==> src/source/mips_consts.svh <==
`ifndef MIPS_CONSTS_SVH
`define MIPS_CONSTS_SVH

// First fetch address after reset
`define MIPS_RESET_VECTOR 32'hBFC0_0000

// A jump or branch landing here stops the CPU
`define MIPS_HALT_ADDR 32'h0000_0000

// Architectural register file size
`define MIPS_NUM_REGS 32

// Register indices with a fixed role
`define MIPS_REG_V0 5'd2
`define MIPS_REG_RA 5'd31

`endif

==> src/source/mips_isa_pkg.sv <==
`default_nettype none

package mips_isa_pkg;

    // Primary opcodes of the supported subset
    typedef enum logic [5:0] {
        OP_SPECIAL = 6'h00,
        OP_J       = 6'h02,
        OP_JAL     = 6'h03,
        OP_BEQ     = 6'h04,
        OP_BNE     = 6'h05,
        OP_ADDIU   = 6'h09,
        OP_SLTIU   = 6'h0B,
        OP_ANDI    = 6'h0C,
        OP_ORI     = 6'h0D,
        OP_XORI    = 6'h0E,
        OP_LUI     = 6'h0F,
        OP_LW      = 6'h23,
        OP_SW      = 6'h2B
    } opcode_e;

    // Function codes under SPECIAL
    typedef enum logic [5:0] {
        FN_SLL  = 6'h00,
        FN_SRL  = 6'h02,
        FN_JR   = 6'h08,
        FN_ADDU = 6'h21,
        FN_SUBU = 6'h23,
        FN_AND  = 6'h24,
        FN_OR   = 6'h25,
        FN_XOR  = 6'h26,
        FN_SLT  = 6'h2A,
        FN_SLTU = 6'h2B
    } funct_e;

    // R-type view of the instruction word
    typedef struct packed {
        opcode_e    opcode;
        logic [4:0] rs;
        logic [4:0] rt;
        logic [4:0] rd;
        logic [4:0] shamt;
        funct_e     funct;
    } instr_fields_t;

endpackage

`default_nettype wire

==> src/source/mips_ctrl_pkg.sv <==
`default_nettype none

package mips_ctrl_pkg;

    typedef enum logic [3:0] {
        ALU_ADD,
        ALU_SUB,
        ALU_AND,
        ALU_OR,
        ALU_XOR,
        ALU_SLT,
        ALU_SLTU,
        ALU_SLL,
        ALU_SRL,
        ALU_LUI
    } alu_op_e;

    // Next PC source
    typedef enum logic [1:0] {
        PC_SEQ,
        PC_BRANCH,
        PC_JUMP,
        PC_JUMP_REG
    } pc_sel_e;

    typedef struct packed {
        alu_op_e alu_op;
        logic    alu_src_imm;
        logic    imm_signed;
        logic    shift_src_shamt;
        logic    reg_write;
        logic    reg_dst_rd;
        logic    link_ra;
        logic    mem_to_reg;
        logic    mem_read;
        logic    mem_write;
        logic    branch_on_equal;
        logic    is_branch;
        pc_sel_e pc_sel;
    } ctrl_word_t;

endpackage

`default_nettype wire

==> src/source/mips_control.sv <==
`timescale 1ns/10ps
`default_nettype none

module mips_control (
    input  mips_isa_pkg::instr_fields_t fields,
    input  logic                        step,
    output mips_ctrl_pkg::ctrl_word_t   ctrl
);
    import mips_isa_pkg::*;
    import mips_ctrl_pkg::*;

    ctrl_word_t dec;

    always_comb begin
        // Anything not listed decodes as a no-op
        dec = '0;
        dec.alu_op = ALU_ADD;
        dec.pc_sel = PC_SEQ;

        case (fields.opcode)
            OP_SPECIAL: begin
                dec.reg_dst_rd = 1'b1;
                dec.reg_write = 1'b1;
                case (fields.funct)
                    FN_ADDU: dec.alu_op = ALU_ADD;
                    FN_SUBU: dec.alu_op = ALU_SUB;
                    FN_AND:  dec.alu_op = ALU_AND;
                    FN_OR:   dec.alu_op = ALU_OR;
                    FN_XOR:  dec.alu_op = ALU_XOR;
                    FN_SLT:  dec.alu_op = ALU_SLT;
                    FN_SLTU: dec.alu_op = ALU_SLTU;
                    FN_SLL: begin
                        dec.alu_op = ALU_SLL;
                        dec.shift_src_shamt = 1'b1;
                    end
                    FN_SRL: begin
                        dec.alu_op = ALU_SRL;
                        dec.shift_src_shamt = 1'b1;
                    end
                    FN_JR: begin
                        dec.reg_write = 1'b0;
                        dec.pc_sel = PC_JUMP_REG;
                    end
                    default: dec.reg_write = 1'b0;
                endcase
            end
            OP_ADDIU, OP_SLTIU, OP_ANDI, OP_ORI, OP_XORI, OP_LUI: begin
                dec.alu_src_imm = 1'b1;
                dec.reg_write = 1'b1;
                dec.imm_signed = (fields.opcode == OP_ADDIU) || (fields.opcode == OP_SLTIU);
                case (fields.opcode)
                    OP_SLTIU: dec.alu_op = ALU_SLTU;
                    OP_ANDI:  dec.alu_op = ALU_AND;
                    OP_ORI:   dec.alu_op = ALU_OR;
                    OP_XORI:  dec.alu_op = ALU_XOR;
                    OP_LUI:   dec.alu_op = ALU_LUI;
                    default:  dec.alu_op = ALU_ADD;
                endcase
            end
            OP_LW, OP_SW: begin
                dec.alu_src_imm = 1'b1;
                dec.imm_signed = 1'b1;
                dec.mem_read = (fields.opcode == OP_LW);
                dec.mem_to_reg = (fields.opcode == OP_LW);
                dec.reg_write = (fields.opcode == OP_LW);
                dec.mem_write = (fields.opcode == OP_SW);
            end
            OP_BEQ, OP_BNE: begin
                // Compare by subtraction, the zero flag decides
                dec.alu_op = ALU_SUB;
                dec.imm_signed = 1'b1;
                dec.is_branch = 1'b1;
                dec.branch_on_equal = (fields.opcode == OP_BEQ);
                dec.pc_sel = PC_BRANCH;
            end
            OP_J: dec.pc_sel = PC_JUMP;
            OP_JAL: begin
                dec.pc_sel = PC_JUMP;
                dec.link_ra = 1'b1;
                dec.reg_write = 1'b1;
            end
            default: ;
        endcase
    end

    // State changes only on a stepping edge
    always_comb begin
        ctrl = dec;
        ctrl.reg_write = dec.reg_write & step;
        ctrl.mem_write = dec.mem_write & step;
        ctrl.mem_read = dec.mem_read & step;
    end

endmodule

`default_nettype wire

==> src/source/mips_alu.sv <==
`timescale 1ns/10ps
`default_nettype none

module mips_alu (
    input  mips_ctrl_pkg::alu_op_e alu_op,
    input  logic [31:0]            op_a,
    input  logic [31:0]            op_b,
    input  logic [4:0]             shamt,
    output logic [31:0]            result,
    output logic                   zero
);
    import mips_ctrl_pkg::*;

    always_comb begin
        case (alu_op)
            ALU_ADD:  result = op_a + op_b;
            ALU_SUB:  result = op_a - op_b;
            ALU_AND:  result = op_a & op_b;
            ALU_OR:   result = op_a | op_b;
            ALU_XOR:  result = op_a ^ op_b;
            ALU_SLT: begin
                result = {31'b0, $signed(op_a) < $signed(op_b)};
            end
            ALU_SLTU: begin
                result = {31'b0, op_a < op_b};
            end
            // Shifts act on the rt operand
            ALU_SLL:  result = op_b << shamt;
            ALU_SRL:  result = op_b >> shamt;
            ALU_LUI:  result = {op_b[15:0], 16'h0000};
            default:  result = 32'h0000_0000;
        endcase
    end

    // Used by BEQ and BNE
    assign zero = (result == 32'h0000_0000);

endmodule

`default_nettype wire

==> src/source/mips_regfile.sv <==
`timescale 1ns/10ps
`default_nettype none

`include "mips_consts.svh"

module mips_regfile (
    input  logic        clk,
    input  logic        rst,
    input  logic [4:0]  rs_index,
    input  logic [4:0]  rt_index,
    input  logic [4:0]  wr_index,
    input  logic        wr_en,
    input  logic [31:0] wr_data,
    output logic [31:0] rs_data,
    output logic [31:0] rt_data,
    output logic [31:0] v0
);

    logic [31:0] regs [`MIPS_NUM_REGS];

    always_ff @(posedge clk) begin
        if (rst) begin
            for (int i = 0; i < `MIPS_NUM_REGS; i++) begin
                regs[i] <= 32'h0000_0000;
            end
        end else if (wr_en && wr_index != 5'd0) begin
            regs[wr_index] <= wr_data;
        end
    end

    // Register 0 is hardwired
    assign rs_data = (rs_index == 5'd0) ? 32'h0000_0000 : regs[rs_index];
    assign rt_data = (rt_index == 5'd0) ? 32'h0000_0000 : regs[rt_index];

    assign v0 = regs[`MIPS_REG_V0];

endmodule

`default_nettype wire

==> src/source/mips_pc.sv <==
`timescale 1ns/10ps
`default_nettype none

`include "mips_consts.svh"

module mips_pc (
    input  logic                      clk,
    input  logic                      rst,
    input  logic                      clk_enable,
    input  mips_ctrl_pkg::ctrl_word_t ctrl,
    input  logic                      zero,
    input  logic [31:0]               imm_ext,
    input  logic [25:0]               jump_target,
    input  logic [31:0]               rs_data,
    output logic [31:0]               pc,
    output logic [31:0]               pc_plus4,
    output logic                      active,
    output logic                      step
);
    import mips_ctrl_pkg::*;

    logic [31:0] next_pc;
    logic        branch_taken;
    logic        redirect;

    assign pc_plus4 = pc + 32'd4;
    assign step = active & clk_enable & ~rst;

    assign branch_taken = ctrl.is_branch && (zero == ctrl.branch_on_equal);

    always_comb begin
        case (ctrl.pc_sel)
            PC_BRANCH: begin
                next_pc = branch_taken ? pc_plus4 + {imm_ext[29:0], 2'b00} : pc_plus4;
            end
            PC_JUMP:     next_pc = {pc_plus4[31:28], jump_target, 2'b00};
            PC_JUMP_REG: next_pc = rs_data;
            default:     next_pc = pc_plus4;
        endcase
    end

    // Only a real change of flow may halt
    assign redirect = (ctrl.pc_sel == PC_JUMP) || (ctrl.pc_sel == PC_JUMP_REG) ||
                      (ctrl.pc_sel == PC_BRANCH && branch_taken);

    always_ff @(posedge clk) begin
        if (rst) begin
            pc <= `MIPS_RESET_VECTOR;
            active <= 1'b1;
        end else if (step) begin
            pc <= next_pc;
            if (redirect && next_pc == `MIPS_HALT_ADDR) begin
                active <= 1'b0;
            end
        end
    end

endmodule

`default_nettype wire

==> src/source/mips_cpu_harvard.sv <==
`timescale 1ns/10ps
`default_nettype none

`include "mips_consts.svh"

module mips_cpu_harvard (
    input  logic        clk,
    input  logic        rst,
    output logic        active,
    output logic [31:0] register_v0,

    input  logic        clk_enable,

    output logic [31:0] instr_address,
    input  logic [31:0] instr_readdata,

    output logic [31:0] data_address,
    output logic        data_write,
    output logic        data_read,
    output logic [31:0] data_writedata,
    input  logic [31:0] data_readdata
);
    import mips_isa_pkg::*;
    import mips_ctrl_pkg::*;

    instr_fields_t fields;
    ctrl_word_t    ctrl;
    logic          step;

    logic [31:0] imm_ext;
    logic [31:0] rs_data;
    logic [31:0] rt_data;
    logic [4:0]  wr_index;
    logic [31:0] wr_data;
    logic [31:0] alu_b;
    logic [4:0]  alu_shamt;
    logic [31:0] alu_result;
    logic        alu_zero;
    logic [31:0] pc_plus4;

    assign fields = instr_fields_t'(instr_readdata);

    mips_control u_control (
        .fields(fields),
        .step(step),
        .ctrl(ctrl)
    );

    // Immediate sits in the low half of the raw word
    assign imm_ext = ctrl.imm_signed ? {{16{instr_readdata[15]}}, instr_readdata[15:0]}
                                     : {16'h0000, instr_readdata[15:0]};

    assign wr_index = ctrl.link_ra ? `MIPS_REG_RA : (ctrl.reg_dst_rd ? fields.rd : fields.rt);

    // JAL links PC+4, no delay slot
    assign wr_data = ctrl.link_ra ? pc_plus4 : (ctrl.mem_to_reg ? data_readdata : alu_result);

    mips_regfile u_regfile (
        .clk(clk),
        .rst(rst),
        .rs_index(fields.rs),
        .rt_index(fields.rt),
        .wr_index(wr_index),
        .wr_en(ctrl.reg_write),
        .wr_data(wr_data),
        .rs_data(rs_data),
        .rt_data(rt_data),
        .v0(register_v0)
    );

    assign alu_b = ctrl.alu_src_imm ? imm_ext : rt_data;
    assign alu_shamt = ctrl.shift_src_shamt ? fields.shamt : rs_data[4:0];

    mips_alu u_alu (
        .alu_op(ctrl.alu_op),
        .op_a(rs_data),
        .op_b(alu_b),
        .shamt(alu_shamt),
        .result(alu_result),
        .zero(alu_zero)
    );

    mips_pc u_pc (
        .clk(clk),
        .rst(rst),
        .clk_enable(clk_enable),
        .ctrl(ctrl),
        .zero(alu_zero),
        .imm_ext(imm_ext),
        .jump_target(instr_readdata[25:0]),
        .rs_data(rs_data),
        .pc(instr_address),
        .pc_plus4(pc_plus4),
        .active(active),
        .step(step)
    );

    assign data_address = alu_result;
    assign data_writedata = rt_data;
    assign data_write = ctrl.mem_write;
    assign data_read = ctrl.mem_read;

endmodule

`default_nettype wire

==> config.mk <==
export PLATFORM = sky130hd
export DESIGN_NAME = mips_cpu_harvard
export DESIGN_NICKNAME = d
export VERILOG_FILES = /design/src/source/mips_isa_pkg.sv /design/src/source/mips_ctrl_pkg.sv /design/src/source/mips_control.sv /design/src/source/mips_alu.sv /design/src/source/mips_regfile.sv /design/src/source/mips_pc.sv /design/src/source/mips_cpu_harvard.sv
export VERILOG_INCLUDE_DIRS = /design/src /design/src/source
export SDC_FILE = /design/constraint.sdc
export NUM_CORES = 2
export LEC_CHECK = 0
export BUFFER_PORTS_ARGS = -buffer_cell sky130_fd_sc_hd__buf_4
export CAP_MARGIN = 20
export CORE_MARGIN = 3
export CORE_UTILIZATION = 55
export CTS_CLUSTER_DIAMETER = 120
export DETAILED_ROUTE_END_ITERATION = 6
export PLACE_DENSITY = 0.74
export SLEW_MARGIN = 10
export SYNTH_ARGS = -nofsm -noshare
export SYNTH_HDL_FRONTEND = slang
export SYNTH_HIERARCHICAL = 1
export SYNTH_SLANG_ARGS = --single-unit
==> constraint.sdc <==
create_clock -name clk -period 16.9 [get_ports clk]
set_input_delay 0.845 -clock clk [delete_from_list [all_inputs] [get_ports clk]]
set_output_delay 0.845 -clock clk [all_outputs]
set_load 0.02 [all_outputs]
; ---- Word level (Yosys, flattened, before mapping)
; Memories as Yosys holds them, arrays and structs flattened.
; Cells that the tools add are included.
[word_totals]
register_bits = 33
ram_bits = 1024
output_inout_bits = 131
wordCells = 115
mem_count = 1
[mem_list]
columns = memory, depth, word_bits, rd, rd_ports_with_merged_regs, write_ports, line_no
row1 = u_regfile.regs, 32, 32, 3, 0, 32, mips_regfile.sv:19  ; logic [31:0] regs [`MIPS_NUM_REGS];
[op_classes]
add_sub_neg = 4
magnitude_cmp = 2
n_eq_ne = 34
n_shift = 2
n_mux = 35
bitwise_logic = 9
n_reduce_logical = 26
[op_table]
columns = op, count
row1 = case mux 32 bit (10 select lines), 1
row2 = 2-to-1 mux 32 bit, 8
row3 = case mux 32 bit (3 select lines), 1
row4 = adder 32 bit, 2
row5 = zero test 32 bit, 2
row6 = < comparator 32 bit, 2
row7 = equality test 6 bit (second input constant), 9
row8 = equality test 6 x 4 -> 1 bit (second input constant), 7
row9 = adder 32 x 3 -> 32 bit (second input constant), 1
row10 = AND 32 bit, 1
row11 = OR 32 bit, 1
row12 = case mux 4 bit (8 select lines), 1
row13 = OR reduction 32 bit, 1
row14 = << shifter 32 x 5 -> 32 bit, 1
row15 = >> shifter 32 x 5 -> 32 bit, 1
row16 = subtractor 32 bit, 1
row17 = bitwise XOR 32 bit, 1
row18 = 2-to-1 mux 5 bit, 4
row19 = case mux 4 bit (5 select lines), 1
row20 = equality test 6 x 2 -> 1 bit (second input constant), 3
row21 = equality test 4 x 3 -> 1 bit (second input constant), 4
row22 = equality test 6 x 3 -> 1 bit (second input constant), 2
row23 = zero test 6 bit, 2
row24 = 2-to-1 mux 1 bit, 12
row25 = 26 further kinds, 43

; ---- Logic depth before layout (Yosys ltp)
[logic_depth]
depth_word = 15
ltp_mapped = 37
ltp_nobuf = 29

; ---- Hierarchy
; Netlist, hierarchy kept.
[by_module_without_submodules]
columns = mod, instances, cells_per_inst, area_per_inst_um2
row1 = mips_regfile, 1, 3492, 54086.9
row2 = mips_alu, 1, 1490, 10054.6
row3 = mips_pc, 1, 690, 4852.2
row4 = mips_cpu_harvard, 1, 179, 1290.0
row5 = mips_control, 1, 84, 488.0

; ---- Worst setup path after synthesis
; Ideal clock, no wire load.
[synth_timing]
path_type = in2reg
from = input instr_readdata[16]
to = register u_pc.active
arrival_time_ps = 8257
path_slack_ps = 8525
path_stages = 34
n_path_buf = 6
cell_sequence = buf_2 buf_4 buf_2 buf_4 mux2i_1 o221ai_1 a211oi_1 nor3_1 mux2_4 clkbuf_1 inv_1 ha_1 clkbuf_1 and3_1 a221oi_1 o32a_1 a221o_1 o21a_1 o211a_1 a2111oi_4 nor4_1 or4_1 nand4bb_1 nor4b_2 xnor2_1 nand2_1 nor2_1 o221ai_1 nor3_1 nand3_1 a2111oi_0 and4b_1 and4_1 a21oi_2
[synth_via]
elab_chain_len = 13
elab_cells_between_ends = 24
[synth_lines]
columns = item, line_no
row1 = start: declaration, mips_cpu_harvard.sv:15  ; input logic [31:0] instr_readdata,
row2 = memory read (32 x 32 bit) or zero test 5 bit (tied branches), n/a
row3 = 2-to-1 mux 32 bit (*), mips_regfile.sv:33  ; assign rt_data = (rt_index == 5'd0) ? 32'h0000_0000 : regs[rt_index];
row4 = named net data_writedata[5], mips_cpu_harvard.sv:20  ; output logic [31:0] data_writedata,
row5 = 2-to-1 mux 32 bit (*), mips_cpu_harvard.sv:71  ; assign alu_b = ctrl.alu_src_imm ? imm_ext : rt_data;
row6 = named net alu_b[5], mips_cpu_harvard.sv:35  ; logic [31:0] alu_b;
row7 = subtractor 32 bit (tied with other cells), mips_alu.sv:17  ; ALU_SUB: result = op_a - op_b;
row8 = case mux 32 bit (10 select lines) (*), mips_alu.sv:15  ; case (alu_op)
row9 = zero test 32 bit (*), mips_alu.sv:36  ; assign zero = (result == 32'h0000_0000);
row10 = named net alu_zero, mips_cpu_harvard.sv:38  ; logic alu_zero;
row11 = equality test 1 bit (*), mips_pc.sv:29  ; assign branch_taken = ctrl.is_branch && (zero == ctrl.branch_on_equal);
row12 = logical AND 1 bit (*), mips_pc.sv:29
row13 = 2-to-1 mux 32 bit, mips_pc.sv:34  ; next_pc = branch_taken ? pc_plus4 + {imm_ext[29:0], 2'b00} : pc_plus4;
row14 = case mux 32 bit (3 select lines), mips_pc.sv:32  ; case (ctrl.pc_sel)
row15 = zero test 32 bit (no source line), n/a
row16 = logical AND 1 bit (no source line) (*), n/a
row17 = AND reduction 2 bit (no source line) (*), n/a
row18 = end signal: assignment, mips_pc.sv:49  ; active <= 1'b1;
row19 = end signal: assignment, mips_pc.sv:53  ; active <= 1'b0;
row20 = end: declaration, mips_pc.sv:17  ; output logic active,
; Mark *: on every way through the listed nets, which the timed path passes. The rest lies on a longest branch.
; A chain may end at the register's enable or synchronous reset.

; ---- Worst setup path after layout
[layout_timing]
from = input instr_readdata[16]
to = register u_pc.active
[layout_via]
elab_chain_len = 13
elab_cells_between_ends = 24
[layout_lines]
columns = item, line_no
row1 = memory read (32 x 32 bit) or zero test 5 bit (tied branches), n/a
row2 = 2-to-1 mux 32 bit (*), mips_regfile.sv:33
row3 = 2-to-1 mux 32 bit (*), mips_cpu_harvard.sv:71
row4 = named net alu_b[5], mips_cpu_harvard.sv:35
row5 = subtractor 32 bit (tied with other cells), mips_alu.sv:17
row6 = case mux 32 bit (10 select lines) (*), mips_alu.sv:15
row7 = zero test 32 bit (*), mips_alu.sv:36
row8 = named net alu_zero, mips_cpu_harvard.sv:38
row9 = equality test 1 bit (*), mips_pc.sv:29
row10 = logical AND 1 bit (*), mips_pc.sv:29
row11 = 2-to-1 mux 32 bit, mips_pc.sv:34
row12 = case mux 32 bit (3 select lines), mips_pc.sv:32
row13 = zero test 32 bit (no source line), n/a
row14 = logical AND 1 bit (no source line) (*), n/a
row15 = AND reduction 2 bit (no source line) (*), n/a
; Marks and branches as above.

==> results.md <==
| Item | This run |
|:---|:---|
| Clock Latency Late Sink | 0.77 ns |
| Worst Setup SP | instr_readdata[16] |
| Global router's overall resource usage | 44.7% |
| Antenna violations before repair | 22 |
| Routed Antenna Nets | 0 |
| Setup WS post-layout | 4.22 ns |
| Number of cell rows | 130 |
| Cells after synthesis | 5,935 |
| DPL Wire Length | 205,000 µm |
| Horiz. Die Dim | 365 µm |
| Filler cells | 9,759 |
| Worst-Margin Slew | 1.27 ns |
| Final routed DRC violation total | 14 |
| Hold buffer count at cts | 0 |
| Int Pwr | 5.15 mW |
| Maximum root-to-sink buffer count | 3 |
| Cell area after synthesis | 0.0708 mm² |
| Share of layout cells above drive strength 1 | 22.1% |
| Worst setup path category | primary input to flip-flop |
| Number of maximum-capacitance violations | 0 |
| Multi-input gate area in the final layout | 0.0367 mm² |
| Clock-pin slew on the worst setup and hold paths | 0.06 ns |
| Area added between synthesis and finish | 9.81% |
| Sequential fraction of the synthesis area | 44.4% |
| Time the worst path needs with I/O delays and setup | 12.68 ns |
| Count of cells resized by post-cts repair | 0 |
| Net switching component of the power | 2.93 mW |
| Max stage delay on crit path | 0.87 ns |
| Worst endpoint required time | 17.55 ns |
| GRT Residual Overflow | 0 |
| Wire length per cell | 39.2 µm |
| Yosys cell types | 115 |
| Initial Util | 55.9% |
| Number of flops mapped to enable cells by yosys | 1,024 |
| Wire length of the first global-routing pass | 417,000 µm |
| Cell at the root of the clock tree | clkbuf_16 |
| Clock Sinks | 1,057 |
| Hold Slack | 0.506 ns |
| Share of the cycle needed by the critical path after routing | 75.1% |
| Maximum operating frequency | 78.8 MHz |
| Final Net Count | 6,125 |
| Slowest cell on crit path | buf_4 |
| Fin Clk Skew | 0.0585 ns |
| Worst Hold Class | flip-flop to flip-flop |
| Power share of the clock group | 31.3% |
| TritonCTS Buffers | 110 |
| # H-tree levels | 3 |
| Worst Path Max Fanout | 64 |
| Fin. Hold Viols | 0 |
| Warnings, synthesis | 6 |
| Number of vias per cell | 7.42 |
| Core box area | 0.127 mm² |
| Kind of end point of the critical path | flip-flop |
| Share of total power in sequential cells | 37.4% |
| Crit start category | primary input |
| Signal arrival time at the worst endpoint | 13.34 ns |
| CTS tree | done |
| Outcome | finished, violations left |
| I/O pin count | 198 |
| Utilization of the core after routing | 61.3% |
| Reg2reg start | u_regfile/regs[2][1] |
| Violated checks | design-rule violations |
| Number of input and output port buffers inserted | 197 |
| Setup repair after global routing missed its margin | false |
| Max transition margin | 14.9% |
| Switching portion of total power | 36.3% |
| Violation count after the first detailed-route iteration | 9,905 |
| Share of total power in combinational logic | 31.3% |
| Combined flip-flop and latch cell area | 0.0314 mm² |
| Via count of the first global-routing pass | 54,167 |
| Total leakage power | 28.9 nW |
| Hold Startpoint | u_pc/pc[19] |
| Max-slew violation count | 0 |
| Share of synthesized registers carrying an async set or reset | 0% |
| Worst voltage drop across the vdd grid | 0.113 mV |
| Cell area power density | 104 mW/mm² |
| Floorplan die area | 0.133 mm² |
| Drt pass-1 iters | 7 |
| Via count | 56,943 |
| Synth Register Bits | 1,057 |
| FF-to-FF setup slack | 5.41 ns |
| Last weighted congestion value of the routability-driven placer | 1.05 |
| Most used cells in the layout excluding fill and tap cells | edfxtp_1 (1,024), and2_1 (1,012), mux4_2 (500), buf_4 (396), mux2i_1 (280) |
| Avg Synthesized Cell Area | 11.9 µm² |
| Final TNS setup | 0 ns |
| Routed Wire Length | 301,000 µm |
| Most frequent standard cell in the layout excluding fill and tap cells | edfxtp_1 |
| Maximum number of pins on one net before global-route repair | 111 |
| Setup WS pre-CTS | 3.54 ns |
| Y dimension of the die | 365 µm |
| Post-CTS Setup Repair Bufs | 0 |
| Final count of negative-setup-slack endpoints | 0 |
| Top flip-flop cell by instance count after synthesis | edfxtp_1 |
==> cells by family after synthesis <==
group / Yosys count / synth area share [%]
AND/OR/NAND/NOR: 2054 / 16.3
flip-flops: 1057 / 44.4
AO/OA/AOI/OAI: 1046 / 10.3
multiplexers: 864 / 21.3
buffers and inverters: 723 / 4.60
adder cells (fa/ha/maj): 137 / 2.45
XOR/XNOR: 53 / 0.677
other: 1 / 0.00530
==> synthesized netlist by cell type (all sizes together), types with 83 or more instances <==
cell,n,area [µm²]
mux4,500,11300
buf,194,1230
and2,1014,6340
mux2,83,987
nor2,261,982
nand2,274,1040
edfxtp,1024,30700
ha,134,1680
clkbuf,375,1450
a21oi,170,855
o22ai,112,701
nor3,132,661
mux2i,281,2820
o21ai,173,870
inv,152,571
==> registers in the layout, indices dropped and copies added (netlist names) <==
signal and count:
u_pc/active 1, u_regfile/regs 1024, u_pc/pc 32
==> worst paths after layout <==
path | to | cells past startpoint
max | u_pc/active | 30
min | u_pc/pc[19] | 2
max reg2reg | u_pc/active | 27
min reg2reg | u_pc/pc[19] | 2
==> per-layer routing <==
metal / vias up / GRT usage (%) / part of all wire [%]
met1: 28103 / 57.2 / 34
met5: - / 0 / 0.020
li1: 22662 / - / -
met3: 1031 / 15.0 / 15
met2: 5139 / 65.2 / 42
met4: 8 / 29.5 / 8.1
==> final cells by class <==
class                      count  area share, %
timing repair buffer         412           4.15
tap                         1650           2.66
clock inverter                71           1.12
clock buffer                 134           3.69
sequential                  1057           40.4
inverter                     154          0.744
antenna                       10         0.0322
multi-input combinational   4186           47.2
==> stage by stage <==
step                      cell area, µm²  total power, mW  std cells
final                              77700             8.08       7674
after global routing               77700             8.24       7665
after CTS                          77600             7.95       7659
after detailed placement           73900             5.46       7454
after global placement             73800             5.45       7450
after floorplan                    70900             4.39       5966
==> critical path: cells and delay by family <==
| family | cells | cell delay [ns] |
|---|---|---|
| xor gates and xnor gates | 1 | 0.21 |
| muxes | 2 | 1.03 |
| adders and majority gates | 1 | 0.34 |
| buffers and inverters | 4 | 2.12 |
| AOI/OAI and AO/OA | 10 | 2.97 |
| and+or+nand+nor | 12 | 5.47 |
==> power by group through the flow <==
stage	registers (mW)	clock network [mW]	logic [mW]
after floorplan	3.05	0	1.34
after global placement	3.06	0	2.39
after detailed placement	3.07	0	2.39
after CTS	3.01	2.54	2.40
after global routing	3.02	2.64	2.57
final	3.02	2.53	2.53
(Power assumes the default switching activity.)
